$ cat config.mk
export PLATFORM = sky130hd
export DESIGN_NAME = peripheral_bus
export DESIGN_NICKNAME = d
export VERILOG_FILES = /design/src/pbus_pkg.sv /design/src/pbus_decoder.sv /design/src/pbus_gpio.sv /design/src/pbus_timer.sv /design/src/peripheral_bus.sv
export SDC_FILE = /design/constraint.sdc
export NUM_CORES = 1
export LEC_CHECK = 0
export ABC_CLOCK_PERIOD_IN_PS = 3010
export BUFFER_PORTS_ARGS = -buffer_cell sky130_fd_sc_hd__buf_2
export CORE_MARGIN = 4
export CORE_UTILIZATION = 54
export CTS_BUF_LIST = sky130_fd_sc_hd__clkbuf_8 sky130_fd_sc_hd__clkbuf_16
export CTS_CLUSTER_DIAMETER = 50
export DETAILED_ROUTE_END_ITERATION = 12
export HOLD_SLACK_MARGIN = 0.02
export PLACE_DENSITY = 0.75
export SLEW_MARGIN = 20
export SYNTH_ARGS = -nofsm -noshare
export SYNTH_HDL_FRONTEND = slang
export SYNTH_SLANG_ARGS = --single-unit
$ cat constraint.sdc
create_clock -name pbus_clock_i -period 3.01 [get_ports pbus_clock_i]
set_input_delay 0.602 -clock pbus_clock_i [delete_from_list [all_inputs] [get_ports pbus_clock_i]]
set_output_delay 0.602 -clock pbus_clock_i [all_outputs]
set_load 0.01 [all_outputs]
$ cat src/pbus_pkg.sv
////////////////////////////////////////////////////////////
// shared constants for the peripheral bus
// address map is one 4 KiB window per peripheral, picked
// by address bits 13..12; window 3 is unmapped
// registers are 32 bit, indexed by address bits 3..2
////////////////////////////////////////////////////////////

package pbus_pkg;

    // bus widths
    localparam int PBUS_ADDR_W = 16;
    localparam int PBUS_DATA_W = 32;
    localparam int PBUS_STRB_W = PBUS_DATA_W / 8;
    localparam int RESP_W      = 2;                      // axi response code

    localparam int NUM_GPIO    = 8;
    localparam int NUM_IRQ     = 3;

    ////////////////////////////////////////////////////////////
    // address map
    ////////////////////////////////////////////////////////////
    localparam int REG_IDX_W   = 2;
    localparam int REG_IDX_LSB = 2;                      // word aligned registers
    localparam int WIN_W       = 2;
    localparam int WIN_LSB     = 12;                     // 4 KiB windows

    localparam logic [WIN_W-1:0] GPIO_BASE = 2'd0;
    localparam logic [WIN_W-1:0] TIM0_BASE = 2'd1;
    localparam logic [WIN_W-1:0] TIM1_BASE = 2'd2;

    // gpio registers
    localparam logic [REG_IDX_W-1:0] GPIO_REG_OUT      = 2'd0;
    localparam logic [REG_IDX_W-1:0] GPIO_REG_IN       = 2'd1;
    localparam logic [REG_IDX_W-1:0] GPIO_REG_IRQ_EN   = 2'd2;
    localparam logic [REG_IDX_W-1:0] GPIO_REG_IRQ_STAT = 2'd3;

    // timer registers
    localparam logic [REG_IDX_W-1:0] TIM_REG_CTRL  = 2'd0;
    localparam logic [REG_IDX_W-1:0] TIM_REG_LOAD  = 2'd1;
    localparam logic [REG_IDX_W-1:0] TIM_REG_COUNT = 2'd2;
    localparam logic [REG_IDX_W-1:0] TIM_REG_STAT  = 2'd3;

    // timer control bits
    localparam int TIM_CTRL_W      = 3;
    localparam int TIM_CTRL_EN     = 0;
    localparam int TIM_CTRL_RELOAD = 1;
    localparam int TIM_CTRL_IRQ_EN = 2;

    // int_o bit positions
    localparam int IRQ_GPIO = 0;
    localparam int IRQ_TIM0 = 1;
    localparam int IRQ_TIM1 = 2;

    localparam logic [RESP_W-1:0] RESP_OKAY   = 2'd0;
    localparam logic [RESP_W-1:0] RESP_DECERR = 2'd3;

    typedef enum logic [1:0] {
        ST_IDLE,                                         // waiting for a request
        ST_WRESP,                                        // holding write response
        ST_RRESP                                         // holding read response
    } pbus_state_e;

    typedef enum logic [1:0] {
        SEL_GPIO = 2'd0,
        SEL_TIM0 = 2'd1,
        SEL_TIM1 = 2'd2,
        SEL_NONE = 2'd3
    } pbus_slave_e;

endpackage : pbus_pkg

$ cat src/pbus_decoder.sv
////////////////////////////////////////////////////////////
// axi4-lite slave and window decoder, single master
// one transaction in flight; a write needs aw and w valid
// in the same cycle and wins a tie against a read
// response follows acceptance by one cycle
// unmapped window answers DECERR, reads return zero
////////////////////////////////////////////////////////////

`timescale 1ns/10ps

module pbus_decoder import pbus_pkg::*; (
    input  logic                   pbus_clock_i,
    input  logic                   rst_n_i,
    // write address / data / response
    input  logic [PBUS_ADDR_W-1:0] s_axil_awaddr_i,
    input  logic                   s_axil_awvalid_i,
    output logic                   s_axil_awready_o,
    input  logic [PBUS_DATA_W-1:0] s_axil_wdata_i,
    input  logic [PBUS_STRB_W-1:0] s_axil_wstrb_i,
    input  logic                   s_axil_wvalid_i,
    output logic                   s_axil_wready_o,
    output logic [RESP_W-1:0]      s_axil_bresp_o,
    output logic                   s_axil_bvalid_o,
    input  logic                   s_axil_bready_i,
    // read address / data
    input  logic [PBUS_ADDR_W-1:0] s_axil_araddr_i,
    input  logic                   s_axil_arvalid_i,
    output logic                   s_axil_arready_o,
    output logic [PBUS_DATA_W-1:0] s_axil_rdata_o,
    output logic [RESP_W-1:0]      s_axil_rresp_o,
    output logic                   s_axil_rvalid_o,
    input  logic                   s_axil_rready_i,
    // register side
    output logic [REG_IDX_W-1:0]   reg_idx_o,
    output logic [PBUS_DATA_W-1:0] reg_wdata_o,
    output logic [PBUS_STRB_W-1:0] reg_wstrb_o,
    output logic                   gpio_wr_o,
    output logic                   tim0_wr_o,
    output logic                   tim1_wr_o,
    input  logic [PBUS_DATA_W-1:0] gpio_rdata_i,
    input  logic [PBUS_DATA_W-1:0] tim0_rdata_i,
    input  logic [PBUS_DATA_W-1:0] tim1_rdata_i
);

    pbus_state_e              state_q;
    pbus_slave_e              sel;
    logic                     wr_accept;
    logic                     rd_accept;
    logic [PBUS_ADDR_W-1:0]   sel_addr;
    logic [PBUS_DATA_W-1:0]   sel_rdata;
    logic [RESP_W-1:0]        bresp_q;
    logic [RESP_W-1:0]        rresp_q;
    logic [PBUS_DATA_W-1:0]   rdata_q;

    ////////////////////////////////////////////////////////////
    // accept and decode
    ////////////////////////////////////////////////////////////
    assign wr_accept = (state_q == ST_IDLE) && s_axil_awvalid_i && s_axil_wvalid_i;
    assign rd_accept = (state_q == ST_IDLE) && !(s_axil_awvalid_i && s_axil_wvalid_i)
                       && s_axil_arvalid_i;               // write wins a tie

    assign s_axil_awready_o = wr_accept;                  // aw and w taken together
    assign s_axil_wready_o  = wr_accept;
    assign s_axil_arready_o = rd_accept;

    assign sel_addr = wr_accept ? s_axil_awaddr_i : s_axil_araddr_i;

    always_comb begin
        case (sel_addr[WIN_LSB +: WIN_W])
            GPIO_BASE: sel = SEL_GPIO;
            TIM0_BASE: sel = SEL_TIM0;
            TIM1_BASE: sel = SEL_TIM1;
            default:   sel = SEL_NONE;                   // hole in the map
        endcase
    end

    assign reg_idx_o   = sel_addr[REG_IDX_LSB +: REG_IDX_W];
    assign reg_wdata_o = s_axil_wdata_i;
    assign reg_wstrb_o = s_axil_wstrb_i;

    // one-cycle strobes, accept cycle only
    assign gpio_wr_o = wr_accept && (sel == SEL_GPIO);
    assign tim0_wr_o = wr_accept && (sel == SEL_TIM0);
    assign tim1_wr_o = wr_accept && (sel == SEL_TIM1);

    always_comb begin
        case (sel)
            SEL_GPIO: sel_rdata = gpio_rdata_i;
            SEL_TIM0: sel_rdata = tim0_rdata_i;
            SEL_TIM1: sel_rdata = tim1_rdata_i;
            default:  sel_rdata = '0;                    // unmapped reads as zero
        endcase
    end

    ////////////////////////////////////////////////////////////
    // response fsm
    ////////////////////////////////////////////////////////////
    always_ff @(posedge pbus_clock_i) begin
        if (!rst_n_i) begin
            state_q <= ST_IDLE;
            bresp_q <= RESP_OKAY;
            rresp_q <= RESP_OKAY;
            rdata_q <= '0;
        end else begin
            case (state_q)
                ST_IDLE: begin
                    if (wr_accept) begin
                        state_q <= ST_WRESP;
                        bresp_q <= (sel == SEL_NONE) ? RESP_DECERR : RESP_OKAY;
                    end else if (rd_accept) begin
                        state_q <= ST_RRESP;
                        rresp_q <= (sel == SEL_NONE) ? RESP_DECERR : RESP_OKAY;
                        rdata_q <= sel_rdata;            // sampled in accept cycle
                    end
                end
                ST_WRESP: if (s_axil_bready_i) state_q <= ST_IDLE;
                ST_RRESP: if (s_axil_rready_i) state_q <= ST_IDLE;
                default:  state_q <= ST_IDLE;
            endcase
        end
    end

    // payload held until the master takes it
    assign s_axil_bvalid_o = (state_q == ST_WRESP);
    assign s_axil_bresp_o  = bresp_q;
    assign s_axil_rvalid_o = (state_q == ST_RRESP);
    assign s_axil_rresp_o  = rresp_q;
    assign s_axil_rdata_o  = rdata_q;

endmodule : pbus_decoder

$ cat src/pbus_gpio.sv
////////////////////////////////////////////////////////////
// gpio block, 8 outputs and 8 inputs
// inputs pass a two-flop synchronizer, readable 2 cycles
// after a pin change; change status sets 1 cycle later
// only write byte 0 matters; writes to IN are dropped
////////////////////////////////////////////////////////////

`timescale 1ns/10ps

module pbus_gpio import pbus_pkg::*; (
    input  logic                   pbus_clock_i,
    input  logic                   rst_n_i,
    input  logic                   wr_i,
    input  logic [REG_IDX_W-1:0]   reg_idx_i,
    input  logic [PBUS_DATA_W-1:0] reg_wdata_i,
    input  logic [PBUS_STRB_W-1:0] reg_wstrb_i,
    output logic [PBUS_DATA_W-1:0] rdata_o,
    input  logic [NUM_GPIO-1:0]    gpio_in_i,
    output logic [NUM_GPIO-1:0]    gpio_out_o,
    output logic                   irq_o
);

    logic [NUM_GPIO-1:0] out_q;
    logic [NUM_GPIO-1:0] sync1_q;                        // metastability stage
    logic [NUM_GPIO-1:0] sync2_q;
    logic [NUM_GPIO-1:0] prev_q;                         // last synced value
    logic                irq_en_q;
    logic                stat_q;
    logic                in_change;
    logic                stat_clr;

    assign in_change = (sync2_q != prev_q);
    assign stat_clr  = wr_i && (reg_idx_i == GPIO_REG_IRQ_STAT)
                       && reg_wstrb_i[0] && reg_wdata_i[0];   // write 1 to clear

    always_ff @(posedge pbus_clock_i) begin
        if (!rst_n_i) begin
            out_q    <= '0;
            sync1_q  <= '0;
            sync2_q  <= '0;
            prev_q   <= '0;
            irq_en_q <= 1'b0;
            stat_q   <= 1'b0;
        end else begin
            sync1_q <= gpio_in_i;
            sync2_q <= sync1_q;
            prev_q  <= sync2_q;
            stat_q  <= in_change | (stat_q & ~stat_clr);  // a new change beats the clear
            if (wr_i && reg_wstrb_i[0]) begin
                case (reg_idx_i)
                    GPIO_REG_OUT:    out_q    <= reg_wdata_i[NUM_GPIO-1:0];
                    GPIO_REG_IRQ_EN: irq_en_q <= reg_wdata_i[0];
                    default: ;                           // IN read-only, STAT above
                endcase
            end
        end
    end

    always_comb begin
        rdata_o = '0;
        case (reg_idx_i)
            GPIO_REG_OUT:      rdata_o[NUM_GPIO-1:0] = out_q;
            GPIO_REG_IN:       rdata_o[NUM_GPIO-1:0] = sync2_q;
            GPIO_REG_IRQ_EN:   rdata_o[0]            = irq_en_q;
            GPIO_REG_IRQ_STAT: rdata_o[0]            = stat_q;
            default:           rdata_o               = '0;
        endcase
    end

    assign gpio_out_o = out_q;
    assign irq_o      = stat_q & irq_en_q;

endmodule : pbus_gpio

$ cat src/pbus_timer.sv
////////////////////////////////////////////////////////////
// 32 bit countdown timer, one decrement per enabled cycle
// at zero the expired flag sets; reload restarts from LOAD,
// otherwise the timer disables itself and stays at zero
// writing LOAD also sets the count; COUNT is read-only
////////////////////////////////////////////////////////////

`timescale 1ns/10ps

module pbus_timer import pbus_pkg::*; (
    input  logic                   pbus_clock_i,
    input  logic                   rst_n_i,
    input  logic                   wr_i,
    input  logic [REG_IDX_W-1:0]   reg_idx_i,
    input  logic [PBUS_DATA_W-1:0] reg_wdata_i,
    input  logic [PBUS_STRB_W-1:0] reg_wstrb_i,
    output logic [PBUS_DATA_W-1:0] rdata_o,
    output logic                   irq_o
);

    logic [TIM_CTRL_W-1:0]  ctrl_q;
    logic [PBUS_DATA_W-1:0] load_q;
    logic [PBUS_DATA_W-1:0] count_q;
    logic                   stat_q;
    logic                   expire;
    logic                   stat_clr;

    assign expire   = ctrl_q[TIM_CTRL_EN] && (count_q == '0);
    assign stat_clr = wr_i && (reg_idx_i == TIM_REG_STAT)
                      && reg_wstrb_i[0] && reg_wdata_i[0];

    always_ff @(posedge pbus_clock_i) begin
        if (!rst_n_i) begin
            ctrl_q  <= '0;
            load_q  <= '0;
            count_q <= '0;
            stat_q  <= 1'b0;
        end else begin
            stat_q <= expire | (stat_q & ~stat_clr);     // expiry beats the clear
            if (expire) begin
                if (ctrl_q[TIM_CTRL_RELOAD])
                    count_q <= load_q;                   // auto-reload
                else
                    ctrl_q[TIM_CTRL_EN] <= 1'b0;         // one-shot done
            end else if (ctrl_q[TIM_CTRL_EN]) begin
                count_q <= count_q - PBUS_DATA_W'(1);
            end
            // bus writes override the counter update
            if (wr_i) begin
                case (reg_idx_i)
                    TIM_REG_CTRL: begin
                        if (reg_wstrb_i[0])
                            ctrl_q <= reg_wdata_i[TIM_CTRL_W-1:0];
                    end
                    TIM_REG_LOAD: begin
                        for (int b = 0; b < PBUS_STRB_W; b++) begin
                            if (reg_wstrb_i[b]) begin
                                load_q[8*b +: 8]  <= reg_wdata_i[8*b +: 8];
                                count_q[8*b +: 8] <= reg_wdata_i[8*b +: 8];
                            end
                        end
                    end
                    default: ;                           // COUNT ignored, STAT above
                endcase
            end
        end
    end

    always_comb begin
        rdata_o = '0;
        case (reg_idx_i)
            TIM_REG_CTRL:  rdata_o[TIM_CTRL_W-1:0] = ctrl_q;
            TIM_REG_LOAD:  rdata_o                 = load_q;
            TIM_REG_COUNT: rdata_o                 = count_q;
            TIM_REG_STAT:  rdata_o[0]              = stat_q;
            default:       rdata_o                 = '0;
        endcase
    end

    assign irq_o = stat_q & ctrl_q[TIM_CTRL_IRQ_EN];

endmodule : pbus_timer

$ cat src/peripheral_bus.sv
////////////////////////////////////////////////////////////
// peripheral bus top, one clock, axi4-lite in directly
// map: gpio at window 0, timer 0 at 1, timer 1 at 2
// int_o carries gpio, timer 0 and timer 1 interrupts
////////////////////////////////////////////////////////////

`timescale 1ns/10ps

module peripheral_bus import pbus_pkg::*; (
    input  logic                   pbus_clock_i,
    input  logic                   rst_n_i,
    input  logic [PBUS_ADDR_W-1:0] s_axil_awaddr_i,
    input  logic                   s_axil_awvalid_i,
    output logic                   s_axil_awready_o,
    input  logic [PBUS_DATA_W-1:0] s_axil_wdata_i,
    input  logic [PBUS_STRB_W-1:0] s_axil_wstrb_i,
    input  logic                   s_axil_wvalid_i,
    output logic                   s_axil_wready_o,
    output logic [RESP_W-1:0]      s_axil_bresp_o,
    output logic                   s_axil_bvalid_o,
    input  logic                   s_axil_bready_i,
    input  logic [PBUS_ADDR_W-1:0] s_axil_araddr_i,
    input  logic                   s_axil_arvalid_i,
    output logic                   s_axil_arready_o,
    output logic [PBUS_DATA_W-1:0] s_axil_rdata_o,
    output logic [RESP_W-1:0]      s_axil_rresp_o,
    output logic                   s_axil_rvalid_o,
    input  logic                   s_axil_rready_i,
    input  logic [NUM_GPIO-1:0]    gpio_in_i,
    output logic [NUM_GPIO-1:0]    gpio_out_o,
    output logic [NUM_IRQ-1:0]     int_o
);

    logic [REG_IDX_W-1:0]   reg_idx;                      // shared register bus
    logic [PBUS_DATA_W-1:0] reg_wdata;
    logic [PBUS_STRB_W-1:0] reg_wstrb;
    logic                   gpio_wr, tim0_wr, tim1_wr;
    logic [PBUS_DATA_W-1:0] gpio_rdata, tim0_rdata, tim1_rdata;
    logic                   gpio_irq, tim0_irq, tim1_irq;

    assign int_o[IRQ_GPIO] = gpio_irq;
    assign int_o[IRQ_TIM0] = tim0_irq;
    assign int_o[IRQ_TIM1] = tim1_irq;

    pbus_decoder u_decoder (
        .pbus_clock_i     ( pbus_clock_i     ),
        .rst_n_i          ( rst_n_i          ),
        .s_axil_awaddr_i  ( s_axil_awaddr_i  ),
        .s_axil_awvalid_i ( s_axil_awvalid_i ),
        .s_axil_awready_o ( s_axil_awready_o ),
        .s_axil_wdata_i   ( s_axil_wdata_i   ),
        .s_axil_wstrb_i   ( s_axil_wstrb_i   ),
        .s_axil_wvalid_i  ( s_axil_wvalid_i  ),
        .s_axil_wready_o  ( s_axil_wready_o  ),
        .s_axil_bresp_o   ( s_axil_bresp_o   ),
        .s_axil_bvalid_o  ( s_axil_bvalid_o  ),
        .s_axil_bready_i  ( s_axil_bready_i  ),
        .s_axil_araddr_i  ( s_axil_araddr_i  ),
        .s_axil_arvalid_i ( s_axil_arvalid_i ),
        .s_axil_arready_o ( s_axil_arready_o ),
        .s_axil_rdata_o   ( s_axil_rdata_o   ),
        .s_axil_rresp_o   ( s_axil_rresp_o   ),
        .s_axil_rvalid_o  ( s_axil_rvalid_o  ),
        .s_axil_rready_i  ( s_axil_rready_i  ),
        .reg_idx_o        ( reg_idx          ),
        .reg_wdata_o      ( reg_wdata        ),
        .reg_wstrb_o      ( reg_wstrb        ),
        .gpio_wr_o        ( gpio_wr          ),
        .tim0_wr_o        ( tim0_wr          ),
        .tim1_wr_o        ( tim1_wr          ),
        .gpio_rdata_i     ( gpio_rdata       ),
        .tim0_rdata_i     ( tim0_rdata       ),
        .tim1_rdata_i     ( tim1_rdata       )
    );

    pbus_gpio u_gpio (
        .pbus_clock_i ( pbus_clock_i ),
        .rst_n_i      ( rst_n_i      ),
        .wr_i         ( gpio_wr      ),
        .reg_idx_i    ( reg_idx      ),
        .reg_wdata_i  ( reg_wdata    ),
        .reg_wstrb_i  ( reg_wstrb    ),
        .rdata_o      ( gpio_rdata   ),
        .gpio_in_i    ( gpio_in_i    ),
        .gpio_out_o   ( gpio_out_o   ),
        .irq_o        ( gpio_irq     )
    );

    pbus_timer u_tim0 (
        .pbus_clock_i ( pbus_clock_i ),
        .rst_n_i      ( rst_n_i      ),
        .wr_i         ( tim0_wr      ),
        .reg_idx_i    ( reg_idx      ),
        .reg_wdata_i  ( reg_wdata    ),
        .reg_wstrb_i  ( reg_wstrb    ),
        .rdata_o      ( tim0_rdata   ),
        .irq_o        ( tim0_irq     )
    );

    pbus_timer u_tim1 (
        .pbus_clock_i ( pbus_clock_i ),
        .rst_n_i      ( rst_n_i      ),
        .wr_i         ( tim1_wr      ),
        .reg_idx_i    ( reg_idx      ),
        .reg_wdata_i  ( reg_wdata    ),
        .reg_wstrb_i  ( reg_wstrb    ),
        .rdata_o      ( tim1_rdata   ),
        .irq_o        ( tim1_irq     )
    );

endmodule : peripheral_bus

==> results.sh <==
export IMPL_slew_viol_final=0
export IMPL_viasPerCell=6.271
export IMPL_status="finished clean"
export IMPL_clkPwrFrac_pct=47.7
export IMPL_worst_pin_slew_ps=889.2
export IMPL_finalClockSkew_ps=12.38
export IMPL_pin_count=135
export IMPL_io_buffers=110
export IMPL_die_w_um=149.2
export IMPL_drt_wl_total_mm=34.32
export IMPL_track_usage_pct=29.79
export IMPL_clk_latency_ps=530
export IMPL_seqPwrFrac_pct=43.6
export IMPL_switching_share_pct=24.68
export IMPL_setup_slack_ps=215.5
export IMPL_finalSetupViolCount=0
export IMPL_hold_viol=0
export IMPL_avgSynthCellArea_sq_um=8.221
export IMPL_numCtsBuffers=26
export IMPL_synth_compound_area_share_pct=21.95
export IMPL_antennaDiodeCount=0
export IMPL_wl_per_cell_um=20.43
export IMPL_maxSlewHeadroom_pct=40.72
export IMPL_final_setup_tns_ps=0
export IMPL_synth_area_leaders="dfxtp_1 38%, nand2_1 6.3%, a22oi_1 6.1%"
export IMPL_critPathMaxStageDelay_ps=410
export IMPL_htreeDepth=1
export IMPL_synth_xor_area_share_pct=4.473
export IMPL_cts_sinks=206
export IMPL_cp_start_kind="register"
export IMPL_hold_class="in2reg"
export IMPL_hold_ws_ps=287.2
export IMPL_cts_tree="yes"
export IMPL_grt_max_degree=43
export IMPL_combPwrFrac_pct=8.7
export IMPL_yosysSeqAreaShare_pct=38.29
export IMPL_critPathRequiredTime_ps=3420
export IMPL_grt_pass1_wl_mm=53.65
export IMPL_net_switching_power_mw=1.581
export IMPL_nets=1491
export IMPL_clk_pin_slew_ps=60
export IMPL_vias=10535
export IMPL_cts_resized=0
export IMPL_criticalPathCategory="reg2reg"
export IMPL_rsz0062_at_grt="false"
export IMPL_synthArstFlopShare_pct=0
export IMPL_p_int_mw=4.826
export IMPL_drtIter0Drc=1252
export IMPL_die_y_um=149.2
export IMPL_drv_cap=0
export IMPL_drt_pass1_iterations=7
export IMPL_cp_cell_sequence="nand4bb_2 > inv_1 > nand2_1 > nand2_1 > inv_1 > ha_2 > buf_4 > a222oi_1 > o22a_1 > o22a_1 > a21oi_1"
export IMPL_grtUsageMet3_pct=5.713
export IMPL_dieArea_sq_mm=0.02227
export IMPL_finalCritPeriodShare_pct=92.84
export IMPL_cts_hold_buf=0
export IMPL_max_clock_path_buffers=3
export IMPL_synth_distinct_cells=74
export IMPL_yosysTopAreaCellShare_pct=38.29
export IMPL_initial_core_util_pct=55.15
export IMPL_grt_pass1_vias=9744
export IMPL_ant_nets=0
export IMPL_yosys_area_share_simple_pct=22.53
export IMPL_max_freq_mhz=357.9
export IMPL_num_rows=51
export IMPL_place_area_sq_mm=0.01173
export IMPL_endpoint_kind="register"
export IMPL_synth_edf_count=0
export IMPL_synth_cells=1310
export IMPL_post_route_util_pct=64.49
export IMPL_arrival_ps=3200
export IMPL_syn_nets=1401
export IMPL_worst_ir_drop_vdd_uv=386.6
export IMPL_leakagePower_nw=4.808
export IMPL_cts_root_buf="clkbuf_16"
export IMPL_worst_path_max_fanout=16
export IMPL_yosys_area_top_type="dfxtp_1"
export IMPL_muxShareOfSynthArea_pct=6.971
export IMPL_synth_top_family_by_area="simple AND/OR/NAND/NOR gates"
export IMPL_ys_flop_type="dfxtp_1"
export IMPL_synth_common_cells="206 x dfxtp_1, 180 x nand2_1, 111 x a21oi_1"
export IMPL_synth_area_sq_mm=0.01077
export IMPL_crit_slowest_cell="a222oi_1"
export IMPL_pwr_density_cell_mw_per_mm2=508.8
export IMPL_core_area_sq_mm=0.01953
export IMPL_dp_hpwl_mm=24.16
export IMPL_grt_busiest_layer="met2"
export IMPL_grt_util_met2_pct=46.03
export IMPL_grtUsageMet1_pct=43.35
export IMPL_postCtsSetupBuffers=0
export IMPL_pre_cts_slack_ps=43.23
export IMPL_synth_fa_ha_area_share_pct=0.9295
export IMPL_design_area_sq_mm=0.01259
export IMPL_syn2layout_area_growth_pct=16.93
export IMPL_ys_seq_elements=206
export IMPL_synth_most_common_cell="dfxtp_1"
export IMPL_layout_drive_gt1_share_pct=17.88
export IMPL_grt_overflow=0
export IMPL_routabilityCongestion=0.8921
export IMPL_ys_warn_count=0
export IMPL_antenna_found_initial=0
export IMPL_drc=0
export IMPL_fin_crit_ps=2794
[worst paths after layout]
path / from / end / slack (ps) / cells past startpoint
worst max-delay path: u_decoder.state_q[0]$_SDFFE_PN0P_ / u_decoder.s_axil_rdata_o[2]$_SDFFE_PN0P_ / 220 / 11
worst min register to register: u_gpio.sync1_q[3]$_SDFF_PN0_ / u_gpio.sync2_q[3]$_SDFF_PN0_ / 430 / 1
worst min-delay path: gpio_in_i[0] / u_gpio.sync1_q[0]$_SDFF_PN0_ / 290 / 2
worst max register to register: u_decoder.state_q[0]$_SDFFE_PN0P_ / u_decoder.s_axil_rdata_o[2]$_SDFFE_PN0P_ / 220 / 11
[stage by stage]
stage / power, mW / cells
floorplan: 3.154 / 1310
global placement: 3.380 / 1637
detailed placement: 3.384 / 1637
CTS: 6.396 / 1680
global route: 6.571 / 1680
finish: 6.407 / 1680
[worst max-delay path, delay by kind of cell, from the launching register on]
family | cells | cell delay [ps]
compound gates | 4 | 830
fa+ha+maj | 1 | 320
buf+inv | 3 | 550
flops | 1 | 370
simple gates | 3 | 600
[layout make-up]
| cell class | instances | area, sq um |
|---|---|---|
| tap | 265 | 331.6 |
| inverter | 20 | 77.57 |
| multi-input combinational | 977 | 6155 |
| clock buffer | 31 | 730.7 |
| sequential | 206 | 4126 |
| clock inverter | 12 | 115.1 |
| fill | 1750 | 6934 |
| timing repair buffer | 169 | 1056 |
[flip-flops by register name, summed over array words and instances (netlist names)]
name	count
u_gpio.sync2_q	8
u_decoder.s_axil_bresp_o	1
u_decoder.state_q	2
u_gpio.gpio_out_o	8
u_tim0.ctrl_q	3
u_gpio.stat_q	1
u_decoder.s_axil_rdata_o	32
u_tim1.count_q	32
u_tim0.count_q	32
u_tim0.stat_q	1
u_gpio.sync1_q	8
u_gpio.prev_q	8
u_tim0.load_q	32
u_tim1.ctrl_q	3
u_decoder.s_axil_rresp_o	1
u_tim1.load_q	32
u_tim1.stat_q	1
u_gpio.irq_en_q	1
[per-layer routing]
layer / routed length, um / vias to the layer above
met2: 15610 / 488
li1: - / 4943
met3: 3080 / 59
met1: 14940 / 5045
met5: 0 / -
met4: 688 / 0
[cell usage in the layout (no fill, tap or decap), types with 13 or more instances in the layout]
cell type	instances
a22oi_1	87
mux2_2	14
nor2b_1	15
nor4_1	13
dfxtp_1	204
a21oi_1	111
nand3_1	52
nand2_1	180
clkbuf_16	27
mux2i_1	57
a211oi_1	19
buf_4	54
inv_1	23
nor3_1	25
o22ai_1	40
buf_2	110
o21ai_0	29
nor2_1	88
xor2_1	28
and2_1	31
and3_1	13
xnor2_1	27
[cell families (layout without fill, tap and decap cells)]
group,after synthesis,after routing
AO/OA/AOI/OAI,359,359
XOR/XNOR,55,55
adder cells (fa/ha/maj),8,8
buffers and inverters,127,232
flip-flops,206,206
multiplexers,72,72
AND/OR/NAND/NOR,483,483
[power by group through the flow]
stage | sequential, mW | clock [mW] | combinational, mW
2_1_floorplan | 2.84 | 0 | 0.312
3_3_place_gp | 2.85 | 0 | 0.531
3_5_place_dp | 2.85 | 0 | 0.534
4_1_cts | 2.79 | 3.07 | 0.538
5_1_grt | 2.79 | 3.18 | 0.593
6_report | 2.79 | 3.06 | 0.556
(Power assumes the default switching activity.)
